## src/source/ctr_cfg.svh

```systemverilog
/* Widths, APB register offsets and LFSR seed for the counter peripheral.
   Offsets assume an 8-bit paddr; the LFSR taps are fixed for a 16-bit counter */
`ifndef CTR_CFG_SVH
`define CTR_CFG_SVH

`define CTR_WIDTH 16            // Counter and load width
`define CTR_ADDR_W 8            // APB address width
`define CTR_SEED 16'hFF42       // LFSR value after reset

// Register map, byte offsets
`define CTR_REG_CTRL 8'h00      // [0] enable, [1] down
`define CTR_REG_CMD 8'h04       // Write-only opcode
`define CTR_REG_LOAD 8'h08      // Load value
`define CTR_REG_COUNT 8'h0C     // Read-only
`define CTR_REG_STATUS 8'h10    // [0] ovf, [1] unf, write 1 to clear
`define CTR_REG_WRAPS 8'h14     // Read-only, saturates

`endif

```

## src/source/ctr_pkg.sv

```systemverilog
/* Shared types for the counter peripheral.
   Opcode values are what software writes to the CMD register */
package ctr_pkg;

    // Counter FSM
    typedef enum logic [1:0] {
        IDLE      = 2'd0,
        COUNT     = 2'd1,
        OVERFLOW  = 2'd2,   // One-cycle recovery after an up wrap
        UNDERFLOW = 2'd3    // One-cycle recovery after a down wrap
    } ctr_state_e;

    // CMD register opcodes
    typedef enum logic [2:0] {
        NOP  = 3'd0,
        LOAD = 3'd1,    // Copy LOAD register into the counter
        SEED = 3'd2,    // Copy LFSR pattern, then advance LFSR
        STEP = 3'd3     // Move by one in the current direction
    } ctr_op_e;

endpackage

```

## src/source/ctr_apb_decode.sv

```systemverilog
/* Zero-wait APB slave, pready tied high and pslverr never raised.
   Unmapped offsets read 0; CMD is write-only and reads 0 */
`timescale 1ns/100ps
`include "ctr_cfg.svh"

module ctr_apb_decode (
    input  logic                   clk,
    input  logic                   rst,
    input  logic                   psel,
    input  logic                   penable,
    input  logic                   pwrite,
    input  logic [`CTR_ADDR_W-1:0] paddr,
    input  logic [31:0]            pwdata,
    input  logic [`CTR_WIDTH-1:0]  count,
    input  logic                   ovf_flag,
    input  logic                   unf_flag,
    input  logic [15:0]            wraps,
    output logic [31:0]            prdata,
    output logic                   pready,
    output logic                   pslverr,
    output logic                   enable,
    output logic                   down,
    output ctr_pkg::ctr_op_e       op,
    output logic                   op_valid,
    output logic [`CTR_WIDTH-1:0]  load_value,
    output logic                   clear_ovf,
    output logic                   clear_unf
);

    logic wr_access;
    logic rd_access;

    assign wr_access = psel && penable && pwrite;  // Write lands on this edge
    assign rd_access = psel && !pwrite;

    assign pready  = 1'b1;
    assign pslverr = 1'b0;

    // Control levels and one-cycle command/clear pulses
    always_ff @(posedge clk or posedge rst) begin
        if (rst) begin
            enable    <= 1'b0;
            down      <= 1'b0;
            op_valid  <= 1'b0;
            clear_ovf <= 1'b0;
            clear_unf <= 1'b0;
        end else begin
            op_valid  <= wr_access && (paddr == `CTR_REG_CMD);
            clear_ovf <= wr_access && (paddr == `CTR_REG_STATUS) && pwdata[0];
            clear_unf <= wr_access && (paddr == `CTR_REG_STATUS) && pwdata[1];
            if (wr_access && (paddr == `CTR_REG_CTRL)) begin
                enable <= pwdata[0];
                down   <= pwdata[1];   // 1 counts down
            end
        end
    end

    // Payload only, qualified by op_valid or by the core's command
    always_ff @(posedge clk) begin
        if (wr_access && (paddr == `CTR_REG_LOAD)) begin
            load_value <= pwdata[`CTR_WIDTH-1:0];
        end
        if (wr_access && (paddr == `CTR_REG_CMD)) begin
            op <= ctr_pkg::ctr_op_e'(pwdata[2:0]);
        end
    end

    // Read mux, all sources registered
    always_comb begin
        prdata = 32'd0;
        if (rd_access) begin
            case (paddr)
                `CTR_REG_CTRL:   prdata = {30'd0, down, enable};
                `CTR_REG_LOAD:   prdata = {{(32-`CTR_WIDTH){1'b0}}, load_value};
                `CTR_REG_COUNT:  prdata = {{(32-`CTR_WIDTH){1'b0}}, count};
                `CTR_REG_STATUS: prdata = {30'd0, unf_flag, ovf_flag};
                `CTR_REG_WRAPS:  prdata = {16'd0, wraps};
                default:         prdata = 32'd0;
            endcase
        end
    end

endmodule

```

## src/source/ctr_apb_top.sv

```systemverilog
/* Counter/timer peripheral on a zero-wait APB slave port.
   pclk is clk; irq stays high while either wrap flag is set */
`timescale 1ns/100ps
`include "ctr_cfg.svh"

module ctr_apb_top (
    input  logic                   clk,
    input  logic                   rst,
    input  logic                   psel,
    input  logic                   penable,
    input  logic                   pwrite,
    input  logic [`CTR_ADDR_W-1:0] paddr,
    input  logic [31:0]            pwdata,
    output logic [31:0]            prdata,
    output logic                   pready,
    output logic                   pslverr,
    output logic                   irq
);

    logic                  enable;
    logic                  down;
    ctr_pkg::ctr_op_e      op;
    logic                  op_valid;
    logic [`CTR_WIDTH-1:0] load_value;
    logic [`CTR_WIDTH-1:0] count;
    logic                  ovf_pulse;
    logic                  unf_pulse;
    logic                  ovf_flag;
    logic                  unf_flag;
    logic [15:0]           wraps;
    logic                  clear_ovf;
    logic                  clear_unf;

    ctr_apb_decode decode_i (
        .clk        (clk),
        .rst        (rst),
        .psel       (psel),
        .penable    (penable),
        .pwrite     (pwrite),
        .paddr      (paddr),
        .pwdata     (pwdata),
        .count      (count),
        .ovf_flag   (ovf_flag),
        .unf_flag   (unf_flag),
        .wraps      (wraps),
        .prdata     (prdata),
        .pready     (pready),
        .pslverr    (pslverr),
        .enable     (enable),
        .down       (down),
        .op         (op),
        .op_valid   (op_valid),
        .load_value (load_value),
        .clear_ovf  (clear_ovf),
        .clear_unf  (clear_unf)
    );

    ctr_count_core core_i (
        .clk        (clk),
        .rst        (rst),
        .enable     (enable),
        .down       (down),
        .op         (op),
        .op_valid   (op_valid),
        .load_value (load_value),
        .count      (count),
        .ovf_pulse  (ovf_pulse),
        .unf_pulse  (unf_pulse)
    );

    ctr_event_capture capture_i (
        .clk        (clk),
        .rst        (rst),
        .ovf_pulse  (ovf_pulse),
        .unf_pulse  (unf_pulse),
        .clear_ovf  (clear_ovf),
        .clear_unf  (clear_unf),
        .ovf_flag   (ovf_flag),
        .unf_flag   (unf_flag),
        .wraps      (wraps),
        .irq        (irq)
    );

endmodule

```

## src/source/ctr_count_core.sv

```systemverilog
/* Counter execute stage. Commands are taken only in IDLE and dropped
   otherwise; count output lags the internal counter by one cycle */
`timescale 1ns/100ps
`include "ctr_cfg.svh"

module ctr_count_core (
    input  logic                  clk,
    input  logic                  rst,
    input  logic                  enable,
    input  logic                  down,
    input  ctr_pkg::ctr_op_e      op,
    input  logic                  op_valid,
    input  logic [`CTR_WIDTH-1:0] load_value,
    output logic [`CTR_WIDTH-1:0] count,
    output logic                  ovf_pulse,
    output logic                  unf_pulse
);

    ctr_pkg::ctr_state_e   state;
    logic [`CTR_WIDTH-1:0] counter;
    logic [`CTR_WIDTH-1:0] pattern;
    logic [`CTR_WIDTH-1:0] step_value;
    logic                  step_wrap;
    logic                  cmd_take;
    logic                  seed_req;

    // One step in the current direction, shared by STEP and free counting
    always_comb begin
        if (down) begin
            step_value = counter - 1'b1;
            step_wrap  = (counter == '0);
        end else begin
            step_value = counter + 1'b1;
            step_wrap  = (counter == '1);
        end
    end

    assign cmd_take = op_valid && (state == ctr_pkg::IDLE);
    assign seed_req = cmd_take && (op == ctr_pkg::SEED);  // LFSR moves after this use

    ctr_lfsr_seed lfsr_i (
        .clk      (clk),
        .rst      (rst),
        .seed_req (seed_req),
        .pattern  (pattern)
    );

    always_ff @(posedge clk or posedge rst) begin
        if (rst) begin
            state     <= ctr_pkg::IDLE;
            counter   <= '0;
            ovf_pulse <= 1'b0;
            unf_pulse <= 1'b0;
        end else begin
            ovf_pulse <= 1'b0;  // Pulses last one cycle
            unf_pulse <= 1'b0;
            case (state)
                ctr_pkg::IDLE: begin
                    if (cmd_take) begin
                        case (op)
                            ctr_pkg::LOAD: counter <= load_value;
                            ctr_pkg::SEED: counter <= pattern;
                            ctr_pkg::STEP: begin
                                counter <= step_value;
                                if (step_wrap) begin
                                    ovf_pulse <= !down;
                                    unf_pulse <= down;
                                    state     <= down ? ctr_pkg::UNDERFLOW
                                                      : ctr_pkg::OVERFLOW;
                                end
                            end
                            default: ;  // NOP and unused codes
                        endcase
                    end else if (enable) begin
                        state <= ctr_pkg::COUNT;
                    end
                end
                ctr_pkg::COUNT: begin
                    if (enable) begin
                        counter <= step_value;
                        if (step_wrap) begin
                            ovf_pulse <= !down;
                            unf_pulse <= down;
                            state     <= down ? ctr_pkg::UNDERFLOW : ctr_pkg::OVERFLOW;
                        end
                    end else begin
                        state <= ctr_pkg::IDLE;
                    end
                end
                ctr_pkg::OVERFLOW:  state <= ctr_pkg::IDLE;
                ctr_pkg::UNDERFLOW: state <= ctr_pkg::IDLE;
                default:            state <= ctr_pkg::IDLE;
            endcase
        end
    end

    // Registered view of the counter
    always_ff @(posedge clk or posedge rst) begin
        if (rst) begin
            count <= '0;
        end else begin
            count <= counter;
        end
    end

endmodule

```

## src/source/ctr_event_capture.sv

```systemverilog
/* Sticky wrap flags, saturating wrap counter and interrupt.
   A clear in the same cycle as a new pulse leaves the flag set */
`timescale 1ns/100ps

module ctr_event_capture (
    input  logic        clk,
    input  logic        rst,
    input  logic        ovf_pulse,
    input  logic        unf_pulse,
    input  logic        clear_ovf,
    input  logic        clear_unf,
    output logic        ovf_flag,
    output logic        unf_flag,
    output logic [15:0] wraps,
    output logic        irq
);

    logic ovf_next;
    logic unf_next;

    // Set wins over clear
    assign ovf_next = ovf_pulse || (ovf_flag && !clear_ovf);
    assign unf_next = unf_pulse || (unf_flag && !clear_unf);

    always_ff @(posedge clk or posedge rst) begin
        if (rst) begin
            ovf_flag <= 1'b0;
            unf_flag <= 1'b0;
            irq      <= 1'b0;
        end else begin
            ovf_flag <= ovf_next;
            unf_flag <= unf_next;
            irq      <= ovf_next || unf_next;  // Tracks the flags with no extra lag
        end
    end

    // Wrap count, holds at all ones
    always_ff @(posedge clk or posedge rst) begin
        if (rst) begin
            wraps <= 16'd0;
        end else if ((ovf_pulse || unf_pulse) && (wraps != 16'hFFFF)) begin
            wraps <= wraps + 16'd1;
        end
    end

endmodule

```

## src/source/ctr_lfsr_seed.sv

```systemverilog
/* Fibonacci LFSR, taps 15/11/7/3, advancing only on seed_req.
   Pattern is valid in the same cycle as the request */
`timescale 1ns/100ps
`include "ctr_cfg.svh"

module ctr_lfsr_seed (
    input  logic                  clk,
    input  logic                  rst,
    input  logic                  seed_req,
    output logic [`CTR_WIDTH-1:0] pattern
);

    logic feedback;

    assign feedback = pattern[15] ^ pattern[11] ^ pattern[7] ^ pattern[3];

    always_ff @(posedge clk or posedge rst) begin
        if (rst) begin
            pattern <= `CTR_SEED;
        end else if (seed_req) begin
            // Shift left, new bit enters at 0
            pattern <= {pattern[`CTR_WIDTH-2:0], feedback};
        end
    end

endmodule

```

## config.mk

```make
export PLATFORM = sky130hd
export DESIGN_NAME = ctr_apb_top
export DESIGN_NICKNAME = d
export VERILOG_FILES = /design/src/source/ctr_pkg.sv /design/src/source/ctr_apb_decode.sv /design/src/source/ctr_apb_top.sv /design/src/source/ctr_count_core.sv /design/src/source/ctr_event_capture.sv /design/src/source/ctr_lfsr_seed.sv
export VERILOG_INCLUDE_DIRS = /design/src /design/src/source
export SDC_FILE = /design/constraint.sdc
export NUM_CORES = 1
export LEC_CHECK = 0
export ABC_CLOCK_PERIOD_IN_PS = 4600
export BUFFER_PORTS_ARGS = -buffer_cell sky130_fd_sc_hd__buf_4
export CORE_UTILIZATION = 43
export CTS_BUF_LIST = sky130_fd_sc_hd__clkbuf_8
export DETAILED_ROUTE_END_ITERATION = 10
export HOLD_SLACK_MARGIN = 0.03
export PLACE_DENSITY = 0.63
export SYNTH_ARGS = -nofsm -noshare
export SYNTH_HDL_FRONTEND = slang
export SYNTH_SLANG_ARGS = --single-unit
```

## constraint.sdc

```tcl
create_clock -name clk -period 4.6 [get_ports clk]
set_clock_uncertainty 0.2 [all_clocks]
set_input_delay 0.92 -clock clk [delete_from_list [all_inputs] [get_ports clk]]
set_output_delay 0.92 -clock clk [all_outputs]
set_load 0.02 [all_outputs]
```

* Yosys cells after proc, flatten, opt, wreduce, memory -nomap -nowiden
Cells that the tools add are included.
** Operators by class
- Add/sub/neg operators :: 3
- Multipliers :: 0
- Div/mod/pow operators :: 0
- $lt $le $gt $ge :: 0
- Equal/unequal tests :: 18
- Shifts and indexed selects :: 0
- Mux-type cells :: 25
- Bitwise gates (word level) :: 3
- Reduce and logical (&&, ||, !) cells :: 29
** Operator list (number)
- $pmux W16 S5 :: 1
- $mux W16 :: 3
- $pmux W16 S3 :: 1
- $add A16 B1 Y16 const B :: 2
- $mux W32 :: 1
- $pmux W16 S2 :: 1
- $eq A16 B16 Y1 const B :: 1
- $eq A8 B4 Y1 const B :: 2
- $eq A8 B5 Y1 const B :: 2
- $logic_not A16 Y1 :: 1
- $ne A16 B16 Y1 const B :: 1
- $sub A16 B1 Y16 const B :: 1
- $logic_and A1 B1 Y1 :: 14
- $mux W1 :: 10
- $mux W2 :: 5
- $eq A8 B3 Y1 const B :: 1
- $logic_not A8 Y1 :: 1
- $eq A3 B2 Y1 const B :: 2
- $pmux W2 S3 :: 1
- $eq A2 B2 Y1 const B :: 2
- $logic_not A1 Y1 :: 4
- $logic_or A1 B1 Y1 :: 4
- $ne A4 B4 Y1 const B :: 1
- $pmux W1 S2 :: 2
- other kinds (12) :: 14
** Storage, ports and cells
- Flip-flop bits (word level) :: 95
- Bits in latches :: 0
- RAM bits :: 0
- ROM bits :: 0
- Bits of input ports :: 45
- Output and inout port bits :: 35
- Logic and storage cells :: 95
- Memories :: 0

* Logic depth before layout (Yosys ltp)
Gate-level depths: netlist of the first run.
- Word-level depth :: 6
- Depth in mapped cells :: 9

* By module
A second synthesis of the first run with hierarchy kept.
** Second synthesis, totals
- Cell total of the unflattened synthesis :: 497
- Area, all modules :: 5449.0 sq um
** By module, submodules not included
- ctr_count_core :: instances 1, cells each 245, area an instance 2283.4 sq um
- ctr_apb_decode :: instances 1, cells each 129, area an instance 1572.8 sq um
- ctr_event_capture :: instances 1, cells each 84, area an instance 910.9 sq um
- ctr_lfsr_seed :: instances 1, cells each 39, area an instance 681.9 sq um

* Least setup slack after synthesis of the first run
OpenSTA, ideal clock, no wires.
- Kind :: input-to-reg
- From :: input paddr[1]
- To :: register decode_i.load_value[0], enable pin
- Setup time :: 0.430 ns
- Arrival :: 3.528 ns
- Setup slack :: 0.442 ns
- Cell stages on the path :: 4
- Buffers on the path :: 1
- Path through :: or4_4 or3_1 buf_6 nor4_1
** On the way
- Longest elaborated chain between the ends :: 2
** RTL lines
- start: declaration :: RTL line ctr_apb_top.sv:12 : input logic [`CTR_ADDR_W-1:0] paddr,
- $eq A8 B4 Y1 (no line)
- $logic_and A1 B1 Y1 :: RTL line ctr_apb_decode.sv:60 : if (wr_access && (paddr == `CTR_REG_LOAD)) begin
- end signal: assignment :: RTL line ctr_apb_decode.sv:61 : load_value <= pwdata[`CTR_WIDTH-1:0];
- end: declaration :: RTL line ctr_apb_decode.sv:25 : output logic [`CTR_WIDTH-1:0] load_value,
No other way between the ends.
A chain may end at the register's enable or synchronous reset.

* Worst setup path in the final report of the first run
- From :: input paddr[1]
- To :: output prdata[9]
** On the way
- Longest elaborated chain between the ends :: 3
- Elaborated cells on any way between the ends :: 7
- Classes of those cells :: eq/ne: 4; mux: 2; reduce/logical: 1
** RTL lines
- $eq A8 B5 Y1 (tied with other cells) :: RTL line ctr_apb_decode.sv:72 : case (paddr)
- $pmux W16 S5 (*) :: RTL line ctr_apb_decode.sv:72
- $mux W32 (*) :: RTL line ctr_apb_decode.sv:71 : if (rd_access) begin
- end: declaration :: RTL line ctr_apb_top.sv:14 : output logic [31:0] prdata,
Mark *: on every way between the ends. The rest lies on a longest branch, timed or not.

==> results of run 1 <==
layout by cell type (no fill, tap or decap), types with 3 or more instances in the layout:
master / count
nand3b_1: 4
mux2i_1: 5
nor2_1: 36
a22oi_1: 4
o21ai_0: 19
nand2_1: 32
nor3b_1: 5
nor4_1: 3
nand3_1: 11
a21o_1: 9
conb_1: 18
or3_1: 6
dfstp_2: 10
inv_1: 11
and3_1: 5
edfxtp_1: 19
nand4_1: 15
o22ai_1: 5
clkbuf_8: 9
dfrtp_1: 66
mux2_2: 19
ha_1: 15
a21oi_1: 34
nand2b_1: 8
nor3_1: 10
xnor2_1: 22
xor2_1: 6
buf_4: 50
a222oi_1: 14
and4_1: 4
a221oi_1: 4
path summary, 6_finish.rpt:
check                      depth (start not counted)                         from  slack [ps]                               endpoint
min in group asynchronous                          2                          rst         490        capture_i.wraps[14]$_DFFE_PP0P_
setup / recovery                                   7                     paddr[1]         460                              prdata[9]
hold reg to reg                                    1  core_i.state[1]$_DFFE_PP0P_         290            core_i.state[0]$_DFFE_PP0P_
setup reg to reg                                   7    decode_i.down$_DFFE_PP0P_        1610         core_i.counter[10]$_DFFE_PP0P_
hold / removal                                     1  core_i.state[1]$_DFFE_PP0P_         290            core_i.state[0]$_DFFE_PP0P_
max in group asynchronous                          3                          rst        2690  core_i.lfsr_i.pattern[13]$_DFFE_PP1P_
final cells by class:
cell class | instances | area, um^2
fillers | 1054 | 5790
flip-flops and latches | 95 | 2480
multi-input cells | 347 | 2330
repair buffers | 50 | 375
well taps | 143 | 179
clock buffers | 9 | 124
clock inverters | 7 | 88.8
inverters | 11 | 41.3
power by group through the flow:
| stage | Clock (mW) | Combinational (mW) | Sequential, mW |
|---|---|---|---|
| after floorplan | 0 | 0.0568 | 0.886 |
| after global placement | 0 | 0.0732 | 0.889 |
| after detailed placement | 0 | 0.0744 | 0.889 |
| after CTS | 0.607 | 0.0746 | 0.872 |
| after global routing | 0.640 | 0.0836 | 0.873 |
| final | 0.596 | 0.0739 | 0.872 |
routing by layer:
metal	up-vias	GRT usage	routed length, um
li1	1799	-	-
met1	1829	0.297	5690
met2	110	0.325	5390
met3	19	0.0453	549
met4	0	0.0818	223
met5	-	0	0
through the flow:
stage / instances / power [mW] / utilization / setup slack, ps / cell area, um^2
6_report: 662 / 1.54 / 0.493 / 457 / 5630
5_1_grt: 662 / 1.60 / 0.493 / 322 / 5630
4_1_cts: 662 / 1.55 / 0.493 / 458 / 5630
3_5_place_dp: 646 / 0.963 / 0.474 / 462 / 5410
3_3_place_gp: 646 / 0.962 / 0.474 / 498 / 5410
2_1_floorplan: 493 / 0.943 / - / 442 / 5100
flip-flops by register name, summed over array words and instances, names as in the netlist, 2 cells and up:
name	flops
core_i.counter	16
core_i.lfsr_i.pattern	16
decode_i.op	3
capture_i.wraps	16
core_i.state	2
decode_i.load_value	16
core_i.count	16
worst max-delay path, stage by stage:
cell and delay [ps]:
buf_4 110, or4_4 520, or3_1 480, nor3_4 470, a222oi_1 200, nor2_1 140, buf_4 170
kinds of logic (layout without fill, tap and decap cells):
kind of cell	Yosys count	after routing	synth area share
other	2	18	0.00149
AND/OR/NAND/NOR	154	154	0.164
adder cells (fa/ha/maj)	16	16	0.0412
buffers and inverters	51	77	0.0571
AO/OA/AOI/OAI	107	107	0.142
XOR/XNOR	28	28	0.0487
flip-flops	95	95	0.493
multiplexers	24	24	0.0524
==> flow_metrics.tcl, run 1 <==
set metrics [dict create \
    period_share 0.901 \
    synthTopCellsByArea "dfrtp_1 (33%), edfxtp_1 (11%), dfstp_2 (5.2%)" \
    grt.overflow.total 0 \
    ctsHoldBuffers 0 \
    clk_latency_ps 370 \
    post_cts_buffers 0 \
    nNetsFinal 575 \
    switchingPower_mw 0.349 \
    die-area_um2 12200 \
    drv_cap 0 \
    io_pins 80 \
    min_period_ps 4140 \
    worst_slew_pin_slew_ps 778 \
    drive_above_1_share 0.200 \
    worstSetupStartpointType "primary input" \
    viasPerCell 5.68 \
    crit_type "in -> out" \
    synth_flop_cell "dfrtp_1" \
    wl_per_cell_um 17.9 \
    critical_path_required_ps 3480 \
    grt_pass1_vias 3670 \
    post-route-drc-count 0 \
    status "completed" \
    start_util 0.441 \
    die_h_um 110 \
    synthTopCellsByCount "dfrtp_1 (66), nor2_1 (36), a21oi_1 (34)" \
    grt_util_all_layers 0.213 \
    syn_to_final_growth_pct 11.6 \
    row_count 39 \
    yosysSeqAreaShare 0.493 \
    setup_viol 0 \
    drt-initial-drc-count 337 \
    slew_violations 0 \
    fmaxAchievable_mhz 241 \
    final_hold_viol_count 0 \
    fin_tns_setup_ps 0 \
    ant_nets 0 \
    min_path_type "reg -> reg" \
    syn_avg_cell_area_um2 10.6 \
    maxSlewHeadroom 0.481 \
    async_flop_share 0.800 \
    yosysTopAreaCell "dfrtp_1" \
    synthesis.area_um2 5040 \
    dr.pass1.iters 5 \
    cts_tree "yes" \
    cellInternalPower_mw 1.19 \
    power_density_nw_per_um2 274 \
    critPathMaxFanout 14 \
    synth_warnings 0 \
    core_area_um2 11400 \
    gp_congestion 0.853 \
    cts_resized 0 \
    total_leakage_power_nw 2.51 \
    ys_seq_elements 95 \
    crit_path_end_kind "primary output" \
    die_w_um 110 \
    dr_total_vias 3757 \
    netlist_instances 477 \
    cts-buffers-inserted 9 \
    wirelength_mm 11.9 \
    synth_most_common_cell "dfrtp_1" \
    p_seq_frac 0.566 \
    p_comb_frac 0.048 \
    swShare 0.227 \
    numClockSinks 95 \
    n_antenna_cell 0 \
    port_buffers 45 \
    root_buffer "clkbuf_8" \
    cts.path.max_buffers 2 \
    rsz0062_at_grt "no" \
    ir_drop_v 0.000243 \
    synth_top_area_share 0.328 \
    clkPwrFrac 0.386 \
    hpwl_mm 8.84 \
    clkTransAtPathRegs_ps 90 \
    synth-edff-count 19 \
    grt_antenna_before_repair 0 \
    grt_first_pass_wirelength_mm 19.1 \
    whs_ps 292 \
    cts_max_level 3 \
    netlist-cell-type-count 57 \
    crit_arrival_ps 3020 \
    grt_start_max_net_pins 42 \
]
No activity file was read; power rests on OpenSTA's default activity.
==> inputs of run 2 (changes only) <==
--- a/config.mk
+++ b/config.mk
@@ -8,6 +8,7 @@
 export LEC_CHECK = 0
 export ABC_CLOCK_PERIOD_IN_PS = 4600
 export BUFFER_PORTS_ARGS = -buffer_cell sky130_fd_sc_hd__buf_4
+export CORE_MARGIN = 3
 export CORE_UTILIZATION = 43
 export CTS_BUF_LIST = sky130_fd_sc_hd__clkbuf_8
 export DETAILED_ROUTE_END_ITERATION = 10
==> run 2 against run 1 <==
Against the previous run: combinational power increased by 1%; cell area increased by 0.36%; die area increased by 7.4%; first-iteration DRC count increased by 21%.
==> flow_metrics.tcl, run 2 (same netlist as run 1, synthesis figures left out) <==
set metrics [dict create \
    die_h_um 114 \
    syn_to_final_growth_pct 12.0 \
    max_stage_delay_ps 520 \
    min_period_ps 4170 \
    power_density_nw_per_um2 276 \
    stdcell_count 661 \
    grt_pass1_vias 3697 \
    critical_path_required_ps 3480 \
    post-route-drc-count 0 \
    min_path_type "reg -> reg" \
    root_buffer "clkbuf_8" \
    cts_tree "yes" \
    core_area_um2 11100 \
    row_count 38 \
    layout_common_cells "dfrtp_1 (66), buf_4 (52), nor2_1 (36)" \
    dpl.cell_count 645 \
    grt.overflow.total 0 \
    crit_buf_inv 2 \
    worst_slew_pin_slew_ps 1090 \
    p_total_mw 1.56 \
    slew_violations 0 \
    die_w_um 114 \
    port_buffers 45 \
    post_cts_buffers 0 \
    cts_resized 0 \
    start_util 0.453 \
    viasPerCell 5.72 \
    met1_usage 0.276 \
    nNetsFinal 577 \
    cts-buffers-inserted 9 \
    cts.path.max_buffers 2 \
    cts_max_level 3 \
    die-area_um2 13100 \
    globalRouteMet3Util 0.0402 \
    setup_viol 0 \
    fmaxAchievable_mhz 240 \
    status "completed" \
    met2_usage 0.308 \
    worstSetupStartpointType "primary input" \
    gp_congestion 0.833 \
    whs_ps 295 \
    ant_nets 0 \
    hpwl_mm 9.42 \
    io_pins 80 \
    crit_type "in -> out" \
    crit_arrival_ps 3050 \
    ctsHoldBuffers 0 \
    maxSlewHeadroom 0.271 \
    clkTransAtPathRegs_ps 90 \
    ir_drop_v 0.000198 \
    n_antenna_cell 0 \
    placed_cell_area_um2 5420 \
    final_common_cell "dfrtp_1" \
    period_share 0.906 \
    crit_family "simple AND/OR/NAND/NOR gates" \
    wl_per_cell_um 18.7 \
    grt_util_all_layers 0.197 \
    cpMostUsedCell "buf_4" \
    clk_latency_ps 380 \
    drv_cap 0 \
    final_area_um2 5650 \
    dr.pass1.iters 7 \
    final_hold_viol_count 0 \
    drive_above_1_share 0.203 \
    wirelength_mm 12.4 \
    grt_antenna_before_repair 0 \
    slowest_stage "or4_4" \
    dr_total_vias 3781 \
    grt_first_pass_wirelength_mm 20.1 \
    grt-busiest-layer "met2" \
    grt_start_max_net_pins 55 \
    drt-initial-drc-count 408 \
    crit_path_end_kind "primary output" \
    total_leakage_power_nw 2.52 \
    critPathMaxFanout 14 \
    fin_tns_setup_ps 0 \
    numClockSinks 95 \
    cp_cell_sequence "buf_4 > or4_4 > or3_1 > nor3_4 > a222oi_1 > nor2_1 > buf_4" \
    rsz0062_at_grt "no" \
]
==> run 2: cell count changes in the layout (fill, tap and decap cells not counted) <==
| cell | delta |
|---|---|
| buf_4 | +2 |
| inv_6 | +1 |
| clkinv_4 | +2 |
| clkinv_2 | -2 |
| clkinvlp_4 | -1 |
==> run 2: cell type report <==
class | instances | area [um^2]
clock inverters | 7 | 97.6
inverters | 11 | 41.3
repair buffers | 52 | 390
clock buffers | 9 | 124
well taps | 140 | 175
multi-input cells | 347 | 2330
flip-flops and latches | 95 | 2480
fillers | 1007 | 5480
==> run 2: worst paths after layout <==
kind / startpoint / end / slack (ps) / cells past startpoint
max in group asynchronous: rst / core_i.lfsr_i.pattern[1]$_DFFE_PP1P_ / 2720 / 3
worst max register to register: decode_i.down$_DFFE_PP0P_ / core_i.counter[10]$_DFFE_PP0P_ / 1550 / 7
worst min register to register: core_i.state[1]$_DFFE_PP0P_ / core_i.state[0]$_DFFE_PP0P_ / 290 / 1
min in group asynchronous: rst / capture_i.wraps[0]$_DFFE_PP0P_ / 620 / 2
worst min-delay path: core_i.state[1]$_DFFE_PP0P_ / core_i.state[0]$_DFFE_PP0P_ / 290 / 1
worst max-delay path: paddr[1] / prdata[3] / 430 / 7
==> run 2: power breakdown <==
part | internal (mW) | leakage (nW) | total, mW | switching (mW)
combinational | 0.0265 | 1.21 | 0.0750 | 0.0485
clock | 0.308 | 0.111 | 0.613 | 0.305
sequential | 0.864 | 1.19 | 0.872 | 0.00818
total | 1.20 | 2.52 | 1.56 | 0.361
==> run 2: metal layers <==
layer	part of all wire	routed length, um
met1	0.47	5770
met2	0.47	5800
met3	0.050	618
met4	0.016	196
met5	0	0
==> run 2: through the flow <==
step	util	setup slack (ps)
after floorplan	-	442
after global placement	0.488	490
after detailed placement	0.488	457
after CTS	0.507	441
after global routing	0.507	293
final	0.507	434
